File: src/rtl/video_defs.svh
// Video constants; X2_HS_LEN counts doubled ticks per pass, and a line shorter than that gives a sync as long as the pass
`ifndef VIDEO_DEFS_SVH
`define VIDEO_DEFS_SVH

// Native pixel, 3-3-2 order red, green, blue
`define PXL_W 8

// Native pixels per line when hlen is left at its default
`define SCAN_HLEN 322

// Doubled sync width in doubled pixel ticks, from the start of each pass
`define X2_HS_LEN 24

// Bit positions in the 32-bit menu status word
`define ST_PAUSE 1

// Difficulty, two bits from here up
`define ST_LEVEL_LO 2

// Lives, two bits from here up
`define ST_LIVES_LO 5

// Screen filter, menu value 1 turns it off
`define ST_FILTER 9

// Reset request from the menu
`define ST_RESET 15

`endif

File: src/rtl/video_pkg.sv
// Types shared by the video front end; level_e is the core's encoding, not the menu order
package video_pkg;

    // Difficulty as the game core reads it
    typedef enum logic [1:0] {
        LEVEL_EASY      = 2'd0,
        LEVEL_NORMAL    = 2'd1,
        LEVEL_HARD      = 2'd2,
        LEVEL_VERY_HARD = 2'd3
    } level_e;

    // Line buffer half that is being written
    // The other half is the one played back
    typedef enum logic {
        BANK_A = 1'b0,
        BANK_B = 1'b1
    } bank_e;

    // Menu lists normal first, so codes 0 and 1 swap
    function automatic level_e level_from_menu(input logic [1:0] code);
        level_e lvl;
        case (code)
            2'd0:    lvl = LEVEL_NORMAL;
            2'd1:    lvl = LEVEL_EASY;
            2'd2:    lvl = LEVEL_HARD;
            default: lvl = LEVEL_VERY_HARD;
        endcase
        return lvl;
    endfunction

    // Bank that is read while the given bank is written
    function automatic bank_e other_bank(input bank_e bank);
        return (bank == BANK_A) ? BANK_B : BANK_A;
    endfunction

endpackage

File: src/rtl/dip_decoder.sv
// Menu settings decoder; all outputs lag status by one clk_sys cycle, and dip_pause is active high (halt)
`timescale 1ns/1ps
`include "video_defs.svh"

module dip_decoder
    import video_pkg::*;
(
    input  logic        clk_sys,
    input  logic        rst_n,
    input  logic [31:0] status,     // Menu status word
    input  logic        game_pause, // Pause request from the cabinet
    output level_e      dip_level,
    output logic [1:0]  dip_lives,
    output logic        dip_pause,
    output logic        filter_en,
    output logic        rst_req
);

    logic [1:0] menu_level;  // Difficulty in menu order
    logic [1:0] menu_lives;
    logic       menu_pause;
    logic       menu_filter; // 1 means filter off
    logic       menu_reset;

    // Raw fields of the status word
    always_comb begin
        menu_level  = status[`ST_LEVEL_LO +: 2];
        menu_lives  = status[`ST_LIVES_LO +: 2];
        menu_pause  = status[`ST_PAUSE];
        menu_filter = status[`ST_FILTER];
        menu_reset  = status[`ST_RESET];
    end

    // Registered settings for the core and the mixer
    always_ff @(posedge clk_sys) begin
        if (!rst_n) begin
            dip_level <= LEVEL_NORMAL;
            dip_lives <= 2'd0;
            dip_pause <= 1'b0;
            filter_en <= 1'b1;   // Filter on until the menu says otherwise
            rst_req   <= 1'b0;
        end else begin
            dip_level <= level_from_menu(menu_level);
            dip_lives <= menu_lives;
            // Either source halts the game
            dip_pause <= menu_pause | game_pause;
            filter_en <= ~menu_filter;
            rst_req   <= menu_reset;
        end
    end

endmodule

File: config.mk
export PLATFORM = sky130hd
export DESIGN_NAME = dip_decoder
export DESIGN_NICKNAME = d
export VERILOG_FILES = /design/src/rtl/video_pkg.sv /design/src/rtl/dip_decoder.sv
export VERILOG_INCLUDE_DIRS = /design/src /design/src/rtl
export SDC_FILE = /design/constraint.sdc
export NUM_CORES = 1
export LEC_CHECK = 0
export BUFFER_PORTS_ARGS = -buffer_cell sky130_fd_sc_hd__buf_2
export CAP_MARGIN = 20
export CORE_AREA = 2 2 39 41
export DETAILED_ROUTE_END_ITERATION = 8
export DIE_AREA = 0 0 41 43
export PLACE_DENSITY = 0.66
export SYNTH_ARGS = -nofsm -noshare
export SYNTH_HDL_FRONTEND = slang
export SYNTH_SLANG_ARGS = --single-unit
export TNS_END_PERCENT = 50
File: constraint.sdc
create_clock -name clk_sys -period 1.35 [get_ports clk_sys]
set_input_delay 0.135 -clock clk_sys [delete_from_list [all_inputs] [get_ports clk_sys]]
set_output_delay 0.135 -clock clk_sys [all_outputs]
set_load 0.05 [all_outputs]
Yosys cells after proc, flatten, opt, wreduce, memory -nomap -nowiden
Index checks and enable logic that the tools add are counted.
{"block": "classes", "muxes": 1, "bitwise_logic": 2, "n_reduce_logical": 1, "n_eq_ne": 2}
{"operator": "one-hot mux 2 bit (3 select lines)", "n": 1}
{"operator": "equality test 2 x 1 -> 1 bit, second input constant", "n": 1}
{"operator": "equality test 2 bit, second input constant", "n": 1}
{"operator": "zero test 2 bit", "n": 1}
{"operator": "inverter 1 bit", "n": 1}
{"operator": "OR 1 bit", "n": 1}
{"block": "word_totals", "regBits": 7, "input_bits": 35, "output_inout_bits": 7, "wordCells": 11}

Depth between registers and ports, before layout
{"block": "logic_depth", "ltp_word": 2, "depth_mapped": 3, "ltp_nobuf": 3}

Least setup slack after synthesis
OpenSTA, ideal clock, no wires.
{"block": "synth_path", "path_kind": "register to output", "start": "reg dip_level[0]", "end": "out dip_level[0]", "required_ps": 1215, "arrival_time_ps": 587, "path_stages_with_launch": 1, "path_buffers": 0, "setup_slack_ps": 628, "cell_sequence": "dfxtp_1"}
{"item": "start: declaration", "line_no": "dip_decoder.sv:12", "text": "output level_e dip_level,"}
{"item": "start signal: assignment", "line_no": "dip_decoder.sv:43", "text": "dip_level <= level_from_menu(menu_level);"}
No word-level cell between the ends.

Worst setup path after layout
{"block": "layout_path", "start": "reg dip_level[0]", "end": "out dip_level[0]"}
No word-level cell between the ends.

==> results.json <==
{
  "outcome": "finished, final reports clean",
  "synth.yosys.seq_area_share_pct": 65.88,
  "worst-path-buf-inv": 1,
  "worst_hold_path.num_cells": 2,
  "clockBufferDepth": 2,
  "dieArea_mm2": 0.001763,
  "layout-area-overhead-vs-synth_pct": 59.41,
  "fin_crit_ns": 0.9259,
  "finish.net_count": 75,
  "detail_route.first_pass.iterations": 1,
  "min-delay-path-class": "in -> reg",
  "max_slew_margin_pct": 83.41,
  "worst_endpoint_data_arrival_time_ns": 0.79,
  "chipHeight_um": 43,
  "drt.antenna.violating_nets": 0,
  "final_common_cell": "buf_2",
  "dp_cells": 49,
  "critical_path_launch_point_type": "flop",
  "post-route-period-util_pct": 68.58,
  "avgSynthCellArea_um2": 12.51,
  "gp_congestion": 0.5359,
  "fmax_mhz": 1080,
  "drt_iter0_drc": 0,
  "routed-via-count": 174,
  "commonest_cells_after_routing_fill_and_taps_aside": "buf_2 (16), dfxtp_1 (7), and2_1 (3), clkbuf_4 (3)",
  "initial_antenna_violation_count": 0,
  "netlist-cell-type-count": 7,
  "synth.area.top_cells": "dfxtp_1 (66%), ha_1 (12%), and2_1 (8.8%)",
  "cts_setup_buffers": 0,
  "synth_fp_nets": 54,
  "num_antenna_cells": 0,
  "p_leak_nw": 0.1764,
  "netlist.top_cell.by_area": "dfxtp_1",
  "clock-sinks": 7,
  "critPathMaxFanout": 1,
  "finalWirelength_um": 384,
  "power-per-cell-area_mw_per_mm2": 1431,
  "critical_path_top_delay_cell": "dfxtp_1",
  "worst-path-stages": 1,
  "ir_drop_mv": 0.2521,
  "max_slew.worst_pin.slew_ns": 0.2506,
  "grt_first_pass_wirelength_um": 545,
  "clock_tree.root_cell": "clkbuf_4",
  "timing.max_cap.violations": 0,
  "overflow": 0,
  "required_ns": 1.22,
  "critPathMaxStageDelay_ns": 0.30,
  "crit_type": "reg -> out",
  "yosys_warnings": 0,
  "numCtsBuffers": 3,
  "ctsHoldBuffers": 0,
  "avgRoutedWirePerCell_um": 7.245,
  "grt_start_max_net_pins": 8,
  "detail_route.drc_violations": 0,
  "overall_power_consumption_uw": 485.2,
  "synthCells": 17,
  "grt_setup_unrepaired": "false",
  "finish.cell_count_without_fillers": 53,
  "setup_tns_ns": 0,
  "post-route-worst-setup-slack_ns": 0.4241,
  "io_pins": 42,
  "vias_in_the_first_global_route": 166,
  "grt_use_total_pct": 4.910,
  "core-area_mm2": 0.001384,
  "clk_transition_reported_paths_ns": 0.05,
  "worst_slack_at_placement_ns": 0.5610,
  "crit_path_cell_trace": "buf_2",
  "post_route_cells_drive_above_1_share_pct": 51.35,
  "synth_top_cell_area_share_pct": 65.88,
  "timing.critical_path.max_delay_family": "flip-flops",
  "number_of_vias_per_cell_after_detailed_routing": 3.283,
  "netlist_area_um2": 212.7,
  "fp-row-count": 14,
  "finalHoldViolations": 0,
  "crit_path_end_kind": "output pin",
  "start_util_pct": 15.37,
  "die_w_um": 41,
  "drv_slew": 0,
  "timing.final.setup_violations": 0,
  "clock_tree.htree_level_count": 1,
  "post_cts.resized_instances": 0,
  "tritoncts": "done",
  "io_buffer_count": 16,
  "ys_seq_elements": 7
}
==> per-layer routing <==
layer | share of wire (%) | global-route usage [%] | routed length, um
met5 | 0 | 0 | 0
met4 | 0 | 6.000 | 0
met3 | 16 | 1.571 | 63
met2 | 43 | 6.563 | 166
met1 | 40 | 5.112 | 154
==> synthesized netlist by cell type <==
cell type and n:
o21a_1 2, dfxtp_1 7, ha_1 2, and2_1 3, inv_1 1, nand2b_1 1
nand2_1 1
==> state kept, by name, indices dropped and copies added (netlist names) <==
name,cells
dip_level,2
dip_lives,2
dip_pause,1
filter_en,1
rst_req,1
==> where the power goes <==
group | switching, mW | total (mW) | internal [mW]
logic | 0.0588 | 0.0840 | 0.0253
registers | 0.00216 | 0.222 | 0.220
clock network | 0.0672 | 0.179 | 0.112
==> cell type report <==
type	count	area [um2]
inverter	1	3.754
clock buffer	4	26.28
multi-input combinational	9	68.82
sequential	7	140.1
fill	159	1045
tap	16	20.02
timing repair buffer	16	80.08
==> cell families (layout without fill, tap and decap cells) <==
group | count (synthesis) | in the layout | synth area share, %
adders and majority gates | 2 | 2 | 11.76
AOI/OAI and AO/OA | 2 | 2 | 7.057
DFF | 7 | 7 | 65.88
buffers and inverters | 1 | 21 | 1.763
and+or+nand+nor | 5 | 5 | 13.53
==> per-stage QoR <==
| stage | cell area (um2) | util [%] | hold WS (ns) |
|---|---|---|---|
| floorplan | 212.7 | - | 0.1969 |
| global placement | 312.8 | 22.60 | 0.2996 |
| detailed placement | 312.8 | 22.60 | 0.3034 |
| CTS | 339.1 | 24.50 | 0.03712 |
| global route | 339.1 | 24.50 | 0.05082 |
| finish | 339.1 | 24.50 | 0.04950 |
==> path summary, 6_finish.rpt <==
check	slack [ns]	end	startpoint
max	0.42	dip_level[0]	dip_level[0]
min	0.05	filter_en	status[9]
(Power assumes the default switching activity.)
