--- src/rtl/video_defs.svh ---
// Video constants; X2_HS_LEN counts doubled ticks per pass, and a line shorter than that gives a sync as long as the pass
`ifndef VIDEO_DEFS_SVH
`define VIDEO_DEFS_SVH

// Native pixel, 3-3-2 order red, green, blue
`define PXL_W 8

// Native pixels per line when hlen is left at its default
`define SCAN_HLEN 322

// Doubled sync width in doubled pixel ticks, from the start of each pass
`define X2_HS_LEN 24

// Bit positions in the 32-bit menu status word
`define ST_PAUSE 1

// Difficulty, two bits from here up
`define ST_LEVEL_LO 2

// Lives, two bits from here up
`define ST_LIVES_LO 5

// Screen filter, menu value 1 turns it off
`define ST_FILTER 9

// Reset request from the menu
`define ST_RESET 15

`endif

--- src/rtl/vga_mixer.sv ---
// VGA mixer; one register stage after the doubler, vs passes through that same stage only
`timescale 1ns/1ps
`include "video_defs.svh"

module vga_mixer (
    input  logic              clk_sys,
    input  logic              rst_n,
    input  logic              filter_en,   // Scan-line dimming on
    input  logic [`PXL_W-1:0] x2_pxl,      // 3-3-2 pixel from the doubler
    input  logic              x2_hs,
    input  logic              x2_cen,
    input  logic              second_pass,
    input  logic              vs,
    output logic [5:0]        vga_r,
    output logic [5:0]        vga_g,
    output logic [5:0]        vga_b,
    output logic              vga_hs,
    output logic              vga_vs,
    output logic              vga_cen
);

    logic [2:0] red3;
    logic [2:0] green3;
    logic [1:0] blue2;
    logic [5:0] red6;
    logic [5:0] green6;
    logic [5:0] blue6;
    logic       dim;
    logic [5:0] red_mix;
    logic [5:0] green_mix;
    logic [5:0] blue_mix;

    always_comb begin
        red3   = x2_pxl[7:5];
        green3 = x2_pxl[4:2];
        blue2  = x2_pxl[1:0];

        // Bit repetition keeps full scale, 7 maps to 63
        red6   = {red3, red3};
        green6 = {green3, green3};
        blue6  = {3{blue2}};

        // Darken the repeated line of each pair
        dim = filter_en & second_pass;

        red_mix   = dim ? (red6 >> 1) : red6;
        green_mix = dim ? (green6 >> 1) : green6;
        blue_mix  = dim ? (blue6 >> 1) : blue6;
    end

    // Pixels and syncs share one register so they stay aligned
    always_ff @(posedge clk_sys) begin
        if (!rst_n) begin
            vga_r   <= 6'd0;
            vga_g   <= 6'd0;
            vga_b   <= 6'd0;
            vga_hs  <= 1'b0;
            vga_vs  <= 1'b0;
            vga_cen <= 1'b0;
        end else begin
            vga_r   <= red_mix;
            vga_g   <= green_mix;
            vga_b   <= blue_mix;
            vga_hs  <= x2_hs;
            vga_vs  <= vs;      // Vertical timing is unchanged
            vga_cen <= x2_cen;
        end
    end

endmodule

--- config.mk ---
export PLATFORM = sky130hd
export DESIGN_NAME = vga_mixer
export DESIGN_NICKNAME = d
export VERILOG_FILES = /design/src/rtl/vga_mixer.sv
export VERILOG_INCLUDE_DIRS = /design/src /design/src/rtl
export SDC_FILE = /design/constraint.sdc
export NUM_CORES = 1
export LEC_CHECK = 0
export ABC_CLOCK_PERIOD_IN_PS = 800
export BUFFER_PORTS_ARGS = -buffer_cell sky130_fd_sc_hd__buf_4
export CORE_MARGIN = 3
export CORE_UTILIZATION = 34
export CTS_CLUSTER_DIAMETER = 100
export CTS_CLUSTER_SIZE = 10
export DETAILED_ROUTE_END_ITERATION = 16
export PLACE_DENSITY_LB_ADDON = 0.12
export SLEW_MARGIN = 5
export SYNTH_ARGS = -nofsm -noshare
export SYNTH_HDL_FRONTEND = slang
export SYNTH_SLANG_ARGS = --single-unit
--- constraint.sdc ---
create_clock -name clk_sys -period 0.8 [get_ports clk_sys]
set_clock_uncertainty 0.15 [all_clocks]
set_input_delay 0.04 -clock clk_sys [delete_from_list [all_inputs] [get_ports clk_sys]]
set_output_delay 0.04 -clock clk_sys [all_outputs]
set_load 0.02 [all_outputs]
* Yosys cells after proc, flatten, opt, wreduce, memory -nomap -nowiden
Index checks and enable logic that the tools add are counted. W data, S select, Z words.
Word-level totals: flip-flop bits (word level) 21, bits of input ports 15
Cells by class: reduce and logical (&&, ||, !) cells 1, bitwise logic cells 2, multiplexer cells 3
Operator list (number):
- $mux W5 | 3
- $reduce_or A2 Y1 | 1
- $and A1 B1 Y1 | 1
- $not A1 Y1 | 1

* Longest topological paths before layout
Gate-level depths: netlist of the first run.
depth after elaboration 2, mapped depth 3

* Least setup slack after synthesis of the first run
No wires, ideal clock.
path type register to output, start point register vga_b[2], end point output port vga_b[2], data arrival time 0.617 ns, slack -0.007 ns, stages on the path, launching flop included 2, buffers on the path 1, path through dfxtp_1 > buf_4
RTL lines:
- start: declaration | line vga_mixer.sv:16 | output logic [5:0] vga_b,
- start signal: assignment | line vga_mixer.sv:63 | vga_b <= blue_mix;
No word-level cell between the ends.

* Final worst setup path of the first run
start point register vga_b[2], end point output port vga_b[2]
No word-level cell between the ends.

==> impl_metrics.env, run 1 <==
export IMPL_status="complete, but fails checks"
export IMPL_violations="hold timing, setup timing"
export IMPL_syn_instance_count=46
export IMPL_core_area_um2=1334
export IMPL_viasPerCell=4.253
export IMPL_crit_path_end_kind="output pin"
export IMPL_final_common_cell="buf_6"
export IMPL_start_util_pct=37.34
export IMPL_slowest_delay_ns=0.36
export IMPL_crit_fanout=3
export IMPL_tightest_slew_ns=0.1224
export IMPL_io_buffers=35
export IMPL_synth_seq_area_share_pct=56.28
export IMPL_combPwrFrac_pct=22.1
export IMPL_hold_ws_ns=-0.1773
export IMPL_globalplace_congestion=0.6040
export IMPL_p_int_w=0.001227
export IMPL_die_width_um=44.27
export IMPL_clkTransAtPathRegs_ns=0.08
export IMPL_drt_initial_drc_count=0
export IMPL_ys_ff_latch=14
export IMPL_synth_fa_ha_area_share_pct=0
export IMPL_synth_mux_area_share_pct=16.08
export IMPL_final_nets=92
export IMPL_drive_gt1_share_pct=71.05
export IMPL_synth_fp_nets=61
export IMPL_rsz0062_at_grt="true"
export IMPL_antenna_left=0
export IMPL_total_power_w=0.001630
export IMPL_switching_power_w=0.0004027
export IMPL_wire_per_inst_um=10.30
export IMPL_clkSinkCount=14
export IMPL_drv_cap=0
export IMPL_ir_drop_mv=1.040
export IMPL_wl_um=937
export IMPL_post_route_util_pct=63.41
export IMPL_fin_ws_ns=-0.1472
export IMPL_final_cell_count_no_fill=91
export IMPL_vias=387
export IMPL_path_cells="buf_6"
export IMPL_area_growth_pct=69.85
export IMPL_layout_common_cells="buf_6 (21), buf_4 (14), dfxtp_2 (13)"
export IMPL_syn_area_um2=498.0
export IMPL_max_slew_margin_pct=91.61
export IMPL_hold_viol_final=14
export IMPL_max_clock_freq_mhz=1056
export IMPL_ys_warn_count=0
export IMPL_placed_area_um2=711.9
export IMPL_critPathKind="reg -> out"
export IMPL_drv_slew=0
export IMPL_gr_total_overflow=0
export IMPL_p_seq_share_pct=47.9
export IMPL_grt_usage_pct=10.65
export IMPL_p_clk_share_pct=30.0
export IMPL_cp_num_buf_inv=1
export IMPL_clock_path_buffers=2
export IMPL_drc_errors=0
export IMPL_critPathSlowestCell="dfxtp_4"
export IMPL_fp_row_count=13
export IMPL_path_delay_family="flip-flops"
export IMPL_io_pins=36
export IMPL_fin_crit_sh_pct=118.4
export IMPL_synth_compound_area_share_pct=0
export IMPL_htree_num_levels=1
export IMPL_synth_distinct_cells=9
export IMPL_drtPass1Iterations=1
export IMPL_switching_share_pct=24.71
export IMPL_antenna_found_initial=0
export IMPL_post_route_min_period_ns=0.9472
export IMPL_worstSetupStartpointType="flop"
export IMPL_first_global_vias=380
export IMPL_finalSetupViolations=21
export IMPL_grt_pass1_wl_um=1518
export IMPL_cts_root_buf="clkbuf_4"
export IMPL_die_h_um=44.27
export IMPL_fin_area_um2=845.8
export IMPL_power_density_nw_per_um2=1927
export IMPL_crit_arrival_ns=0.76
export IMPL_synth_xor_area_share_pct=0
export IMPL_dp_cells=87
export IMPL_avgSynthCellArea_um2=10.83
export IMPL_hp_class="in -> reg"
export IMPL_die_area_um2=1960
export IMPL_grt_max_degree=12
export IMPL_yosys_area_share_simple_pct=13.82
export IMPL_n_antenna_cell=0
export IMPL_cts_tree="done"
export IMPL_synth_top_family_by_area="multiplexers"
export IMPL_power_leakage_nw=0.4077
export IMPL_required_ns=0.61
export IMPL_cts_buffers=3
[path summary, 6_finish.rpt]
| kind | from | to | slack (ns) | depth (start not counted) |
|---|---|---|---|---|
| max | vga_b[2]$_SDFF_PN0_ | vga_b[2] | -0.15 | 1 |
| min | x2_hs | vga_hs$_SDFF_PN0_ | -0.18 | 2 |
[synthesized netlist by cell type (all sizes together)]
| master | count | share of area (%) |
|---|---|---|
| dfxtp | 14 | 56 |
| and2 | 4 | 5.5 |
| buf | 9 | 14 |
| nand2 | 8 | 6.0 |
| mux2i | 8 | 16 |
| nor2 | 3 | 2.3 |
[kinds of logic (layout without fill, tap and decap cells)]
| kind of cell | Yosys count | in the layout |
|---|---|---|
| simple gates | 15 | 15 |
| buf+inv | 9 | 39 |
| flops | 14 | 14 |
| mux | 8 | 8 |
[per-stage QoR]
stage | hold slack, ns | TNS, ns | worst slack [ns]
5_1_grt | -0.1884 | -3.164 | -0.1803
3_5_place_dp | 0.1017 | 0 | 0.001149
3_3_place_gp | 0.09835 | 0 | 0.01450
4_1_cts | -0.1896 | -2.737 | -0.1595
6_report | -0.1773 | -2.471 | -0.1472
2_1_floorplan | 0.01729 | 0 | 0.01513
[flip-flops by register name, summed over array words and instances, names as in the netlist]
register  flops
vga_g         4
vga_r         4
vga_b         3
vga_cen       1
vga_hs        1
vga_vs        1
[power groups by stage]
stage | clock network (W) | registers [W] | logic, W
6_report | 0.000489 | 0.000781 | 0.000360
3_3_place_gp | 0 | 0.000776 | 0.000320
5_1_grt | 0.000540 | 0.000788 | 0.000383
2_1_floorplan | 0 | 0.000834 | 0.000135
4_1_cts | 0.000510 | 0.000781 | 0.000357
3_5_place_dp | 0 | 0.000777 | 0.000321
[cell type report]
| type | instances | area [um^2] |
|---|---|---|
| clock buffers | 4 | 36.28 |
| multi-input cells | 23 | 148.9 |
| flip-flops and latches | 14 | 300.3 |
| fillers | 106 | 488.0 |
| repair buffers | 35 | 341.6 |
| well taps | 15 | 18.77 |
[per-layer routing]
metal	wire length, um	GRT usage, %
met5	0	0
met4	0	5.422
met3	153	4.065
met2	422	17.44
met1	361	11.94
[what timing repair did]
item                                   4_1_cts  5_1_grt
resized for setup                           31        4
pin swaps                                    0        0
endpoints found under the hold margin       14       14
buffers inserted                             0        0
setup endpoints to repair                   21       21
(Power assumes the default switching activity.)
==> run 2: changes to the inputs <==
--- a/config.mk
+++ b/config.mk
@@ -8,8 +8,10 @@
 export LEC_CHECK = 0
 export ABC_CLOCK_PERIOD_IN_PS = 800
 export BUFFER_PORTS_ARGS = -buffer_cell sky130_fd_sc_hd__buf_4
+export CELL_PAD_IN_SITES_DETAIL_PLACEMENT = 1
+export CELL_PAD_IN_SITES_GLOBAL_PLACEMENT = 1
 export CORE_MARGIN = 3
-export CORE_UTILIZATION = 34
+export CORE_UTILIZATION = 24
 export CTS_CLUSTER_DIAMETER = 100
 export CTS_CLUSTER_SIZE = 10
 export DETAILED_ROUTE_END_ITERATION = 16
==> run 2 against run 1 <==
Against the previous run: the flow still finishes with violations (hold timing, setup timing); worst hold slack worse by 0.0029 ns; maximum frequency about the same; cell area grew 0.59%; combinational power is essentially flat; cell count rose by 11%; non-clock buffer count is the same; critical path type unchanged.
==> impl_metrics.env, run 2 (synthesis gave the netlist of run 1 again) <==
export IMPL_area_growth_pct=70.85
export IMPL_drt_initial_drc_count=0
export IMPL_critPathKind="reg -> out"
export IMPL_required_ns=0.61
export IMPL_max_slew_margin_pct=91.16
export IMPL_hold_ws_ns=-0.1802
export IMPL_cts_buffers=3
export IMPL_io_pins=36
export IMPL_power_density_nw_per_um2=1915
export IMPL_grt_pass1_wl_um=1711
export IMPL_crit_path_end_kind="output pin"
export IMPL_cts_tree="done"
export IMPL_clkTransAtPathRegs_ns=0.08
export IMPL_crit_fanout=3
export IMPL_wire_per_inst_um=11.05
export IMPL_final_nets=92
export IMPL_switching_share_pct=24.96
export IMPL_wl_met1_um=394
export IMPL_max_clock_freq_mhz=1057
export IMPL_n_antenna_cell=0
export IMPL_p_clk_share_pct=30.1
export IMPL_switching_power_w=0.0004067
export IMPL_combPwrFrac_pct=22.0
export IMPL_reg_top3="vga_g (4), vga_r (4), vga_b (3)"
export IMPL_dp_hpwl_um=904.1
export IMPL_grt_max_degree=12
export IMPL_clock_path_buffers=2
export IMPL_power_leakage_nw=0.4057
export IMPL_hp_class="in -> reg"
export IMPL_hold_viol_final=14
export IMPL_post_route_min_period_ns=0.9462
export IMPL_die_area_um2=2657
export IMPL_layout_common_cells="buf_6 (19), buf_4 (16), dfxtp_2 (13)"
export IMPL_seqCellArea_um2=300.3
export IMPL_post_route_util_pct=46.26
export IMPL_multi_input_area_um2=148.9
export IMPL_p_seq_share_pct=47.9
export IMPL_dr_wl_met2_um=591
export IMPL_first_global_vias=383
export IMPL_worstSetupStartpointType="flop"
export IMPL_drv_slew=0
export IMPL_drive_gt1_share_pct=71.05
export IMPL_status="complete, but fails checks"
export IMPL_drv_cap=0
export IMPL_antenna_found_initial=0
export IMPL_total_power_w=0.001630
export IMPL_slowest_delay_ns=0.36
export IMPL_final_common_cell="buf_6"
export IMPL_p_int_w=0.001223
export IMPL_core_area_um2=1839
export IMPL_grt_usage_pct=9.058
export IMPL_top_layer="met4"
export IMPL_path_cells="buf_6"
export IMPL_crit_arrival_ns=0.76
export IMPL_path_delay_family="flip-flops"
export IMPL_cp_num_buf_inv=1
export IMPL_die_h_um=51.55
export IMPL_ir_drop_mv=0.8856
export IMPL_antenna_left=0
export IMPL_violations="hold timing, setup timing"
export IMPL_tightest_slew_ns=0.1289
export IMPL_drc_errors=0
export IMPL_rsz0062_at_grt="true"
export IMPL_io_buffers=35
export IMPL_critPathSlowestCell="dfxtp_4"
export IMPL_postCtsSetupBuffers=0
export IMPL_fin_crit_sh_pct=118.3
export IMPL_wl_um=1116
export IMPL_fp_row_count=15
export IMPL_viasPerCell=3.960
export IMPL_gr_total_overflow=0
export IMPL_htree_num_levels=1
export IMPL_drtPass1Iterations=1
export IMPL_fillers=226
export IMPL_vias=400
export IMPL_die_width_um=51.55
export IMPL_globalplace_congestion=0.6620
export IMPL_finalSetupViolations=21
export IMPL_cts_root_buf="clkbuf_4"
export IMPL_wl_met3_um=122
export IMPL_clkSinkCount=14
export IMPL_fin_ws_ns=-0.1462
export IMPL_start_util_pct=27.07
==> run 2: cell count changes in the layout (fill, tap and decap cells not counted) <==
cell / delta
buf_4: +2
buf_6: -2
==> run 2: area by class of cell <==
class	instances	share of cell area, %
Tap cell	25	3.676
Clock buffer	4	4.265
Timing Repair Buffer	35	39.26
Sequential cell	14	35.29
Multi-Input combinational cell	23	17.50
==> run 2: per-layer routing <==
| layer | up-vias | track usage (%) |
|---|---|---|
| met5 | - | 0 |
| met4 | 0 | 5.240 |
| met3 | 2 | 4.298 |
| met2 | 21 | 15.25 |
| met1 | 180 | 9.043 |
| li1 | 197 | - |
==> run 2: worst paths after layout <==
path | startpoint | end | slack (ns) | cells after the start
max | vga_b[2]$_SDFF_PN0_ | vga_b[4] | -0.15 | 1
min | x2_cen | vga_cen$_SDFF_PN0_ | -0.18 | 2
==> run 2: stage by stage <==
step / cell area, um^2 / worst slack [ns] / hold slack, ns / setup TNS, ns / instances
floorplan: 499.2 / 0.01513 / 0.01729 / 0 / 46
global placement: 724.4 / 0.001253 / 0.1020 / 0 / 97
detailed placement: 724.4 / 0.004387 / 0.1025 / 0 / 97
CTS: 822.0 / -0.1557 / -0.1890 / -2.873 / 101
global route: 850.8 / -0.1835 / -0.1898 / -3.275 / 101
finish: 850.8 / -0.1462 / -0.1802 / -2.564 / 101
==> run 2: timing repair <==
item / 4_1_cts / 5_1_grt
pin swaps: 0 / 0
gates cloned: 0 / 0
endpoints found under the hold margin: 14 / 14
resized for setup: 25 / 8
endpoints found under the setup margin: 21 / 21
==> run 2: power by group through the flow <==
stage / clock, W / sequential (W) / combinational (W)
CTS: 0.000514 / 0.000778 / 0.000349
finish: 0.000490 / 0.000781 / 0.000359
global placement: 0 / 0.000778 / 0.000322
detailed placement: 0 / 0.000779 / 0.000325
floorplan: 0 / 0.000834 / 0.000135
global route: 0.000539 / 0.000788 / 0.000383
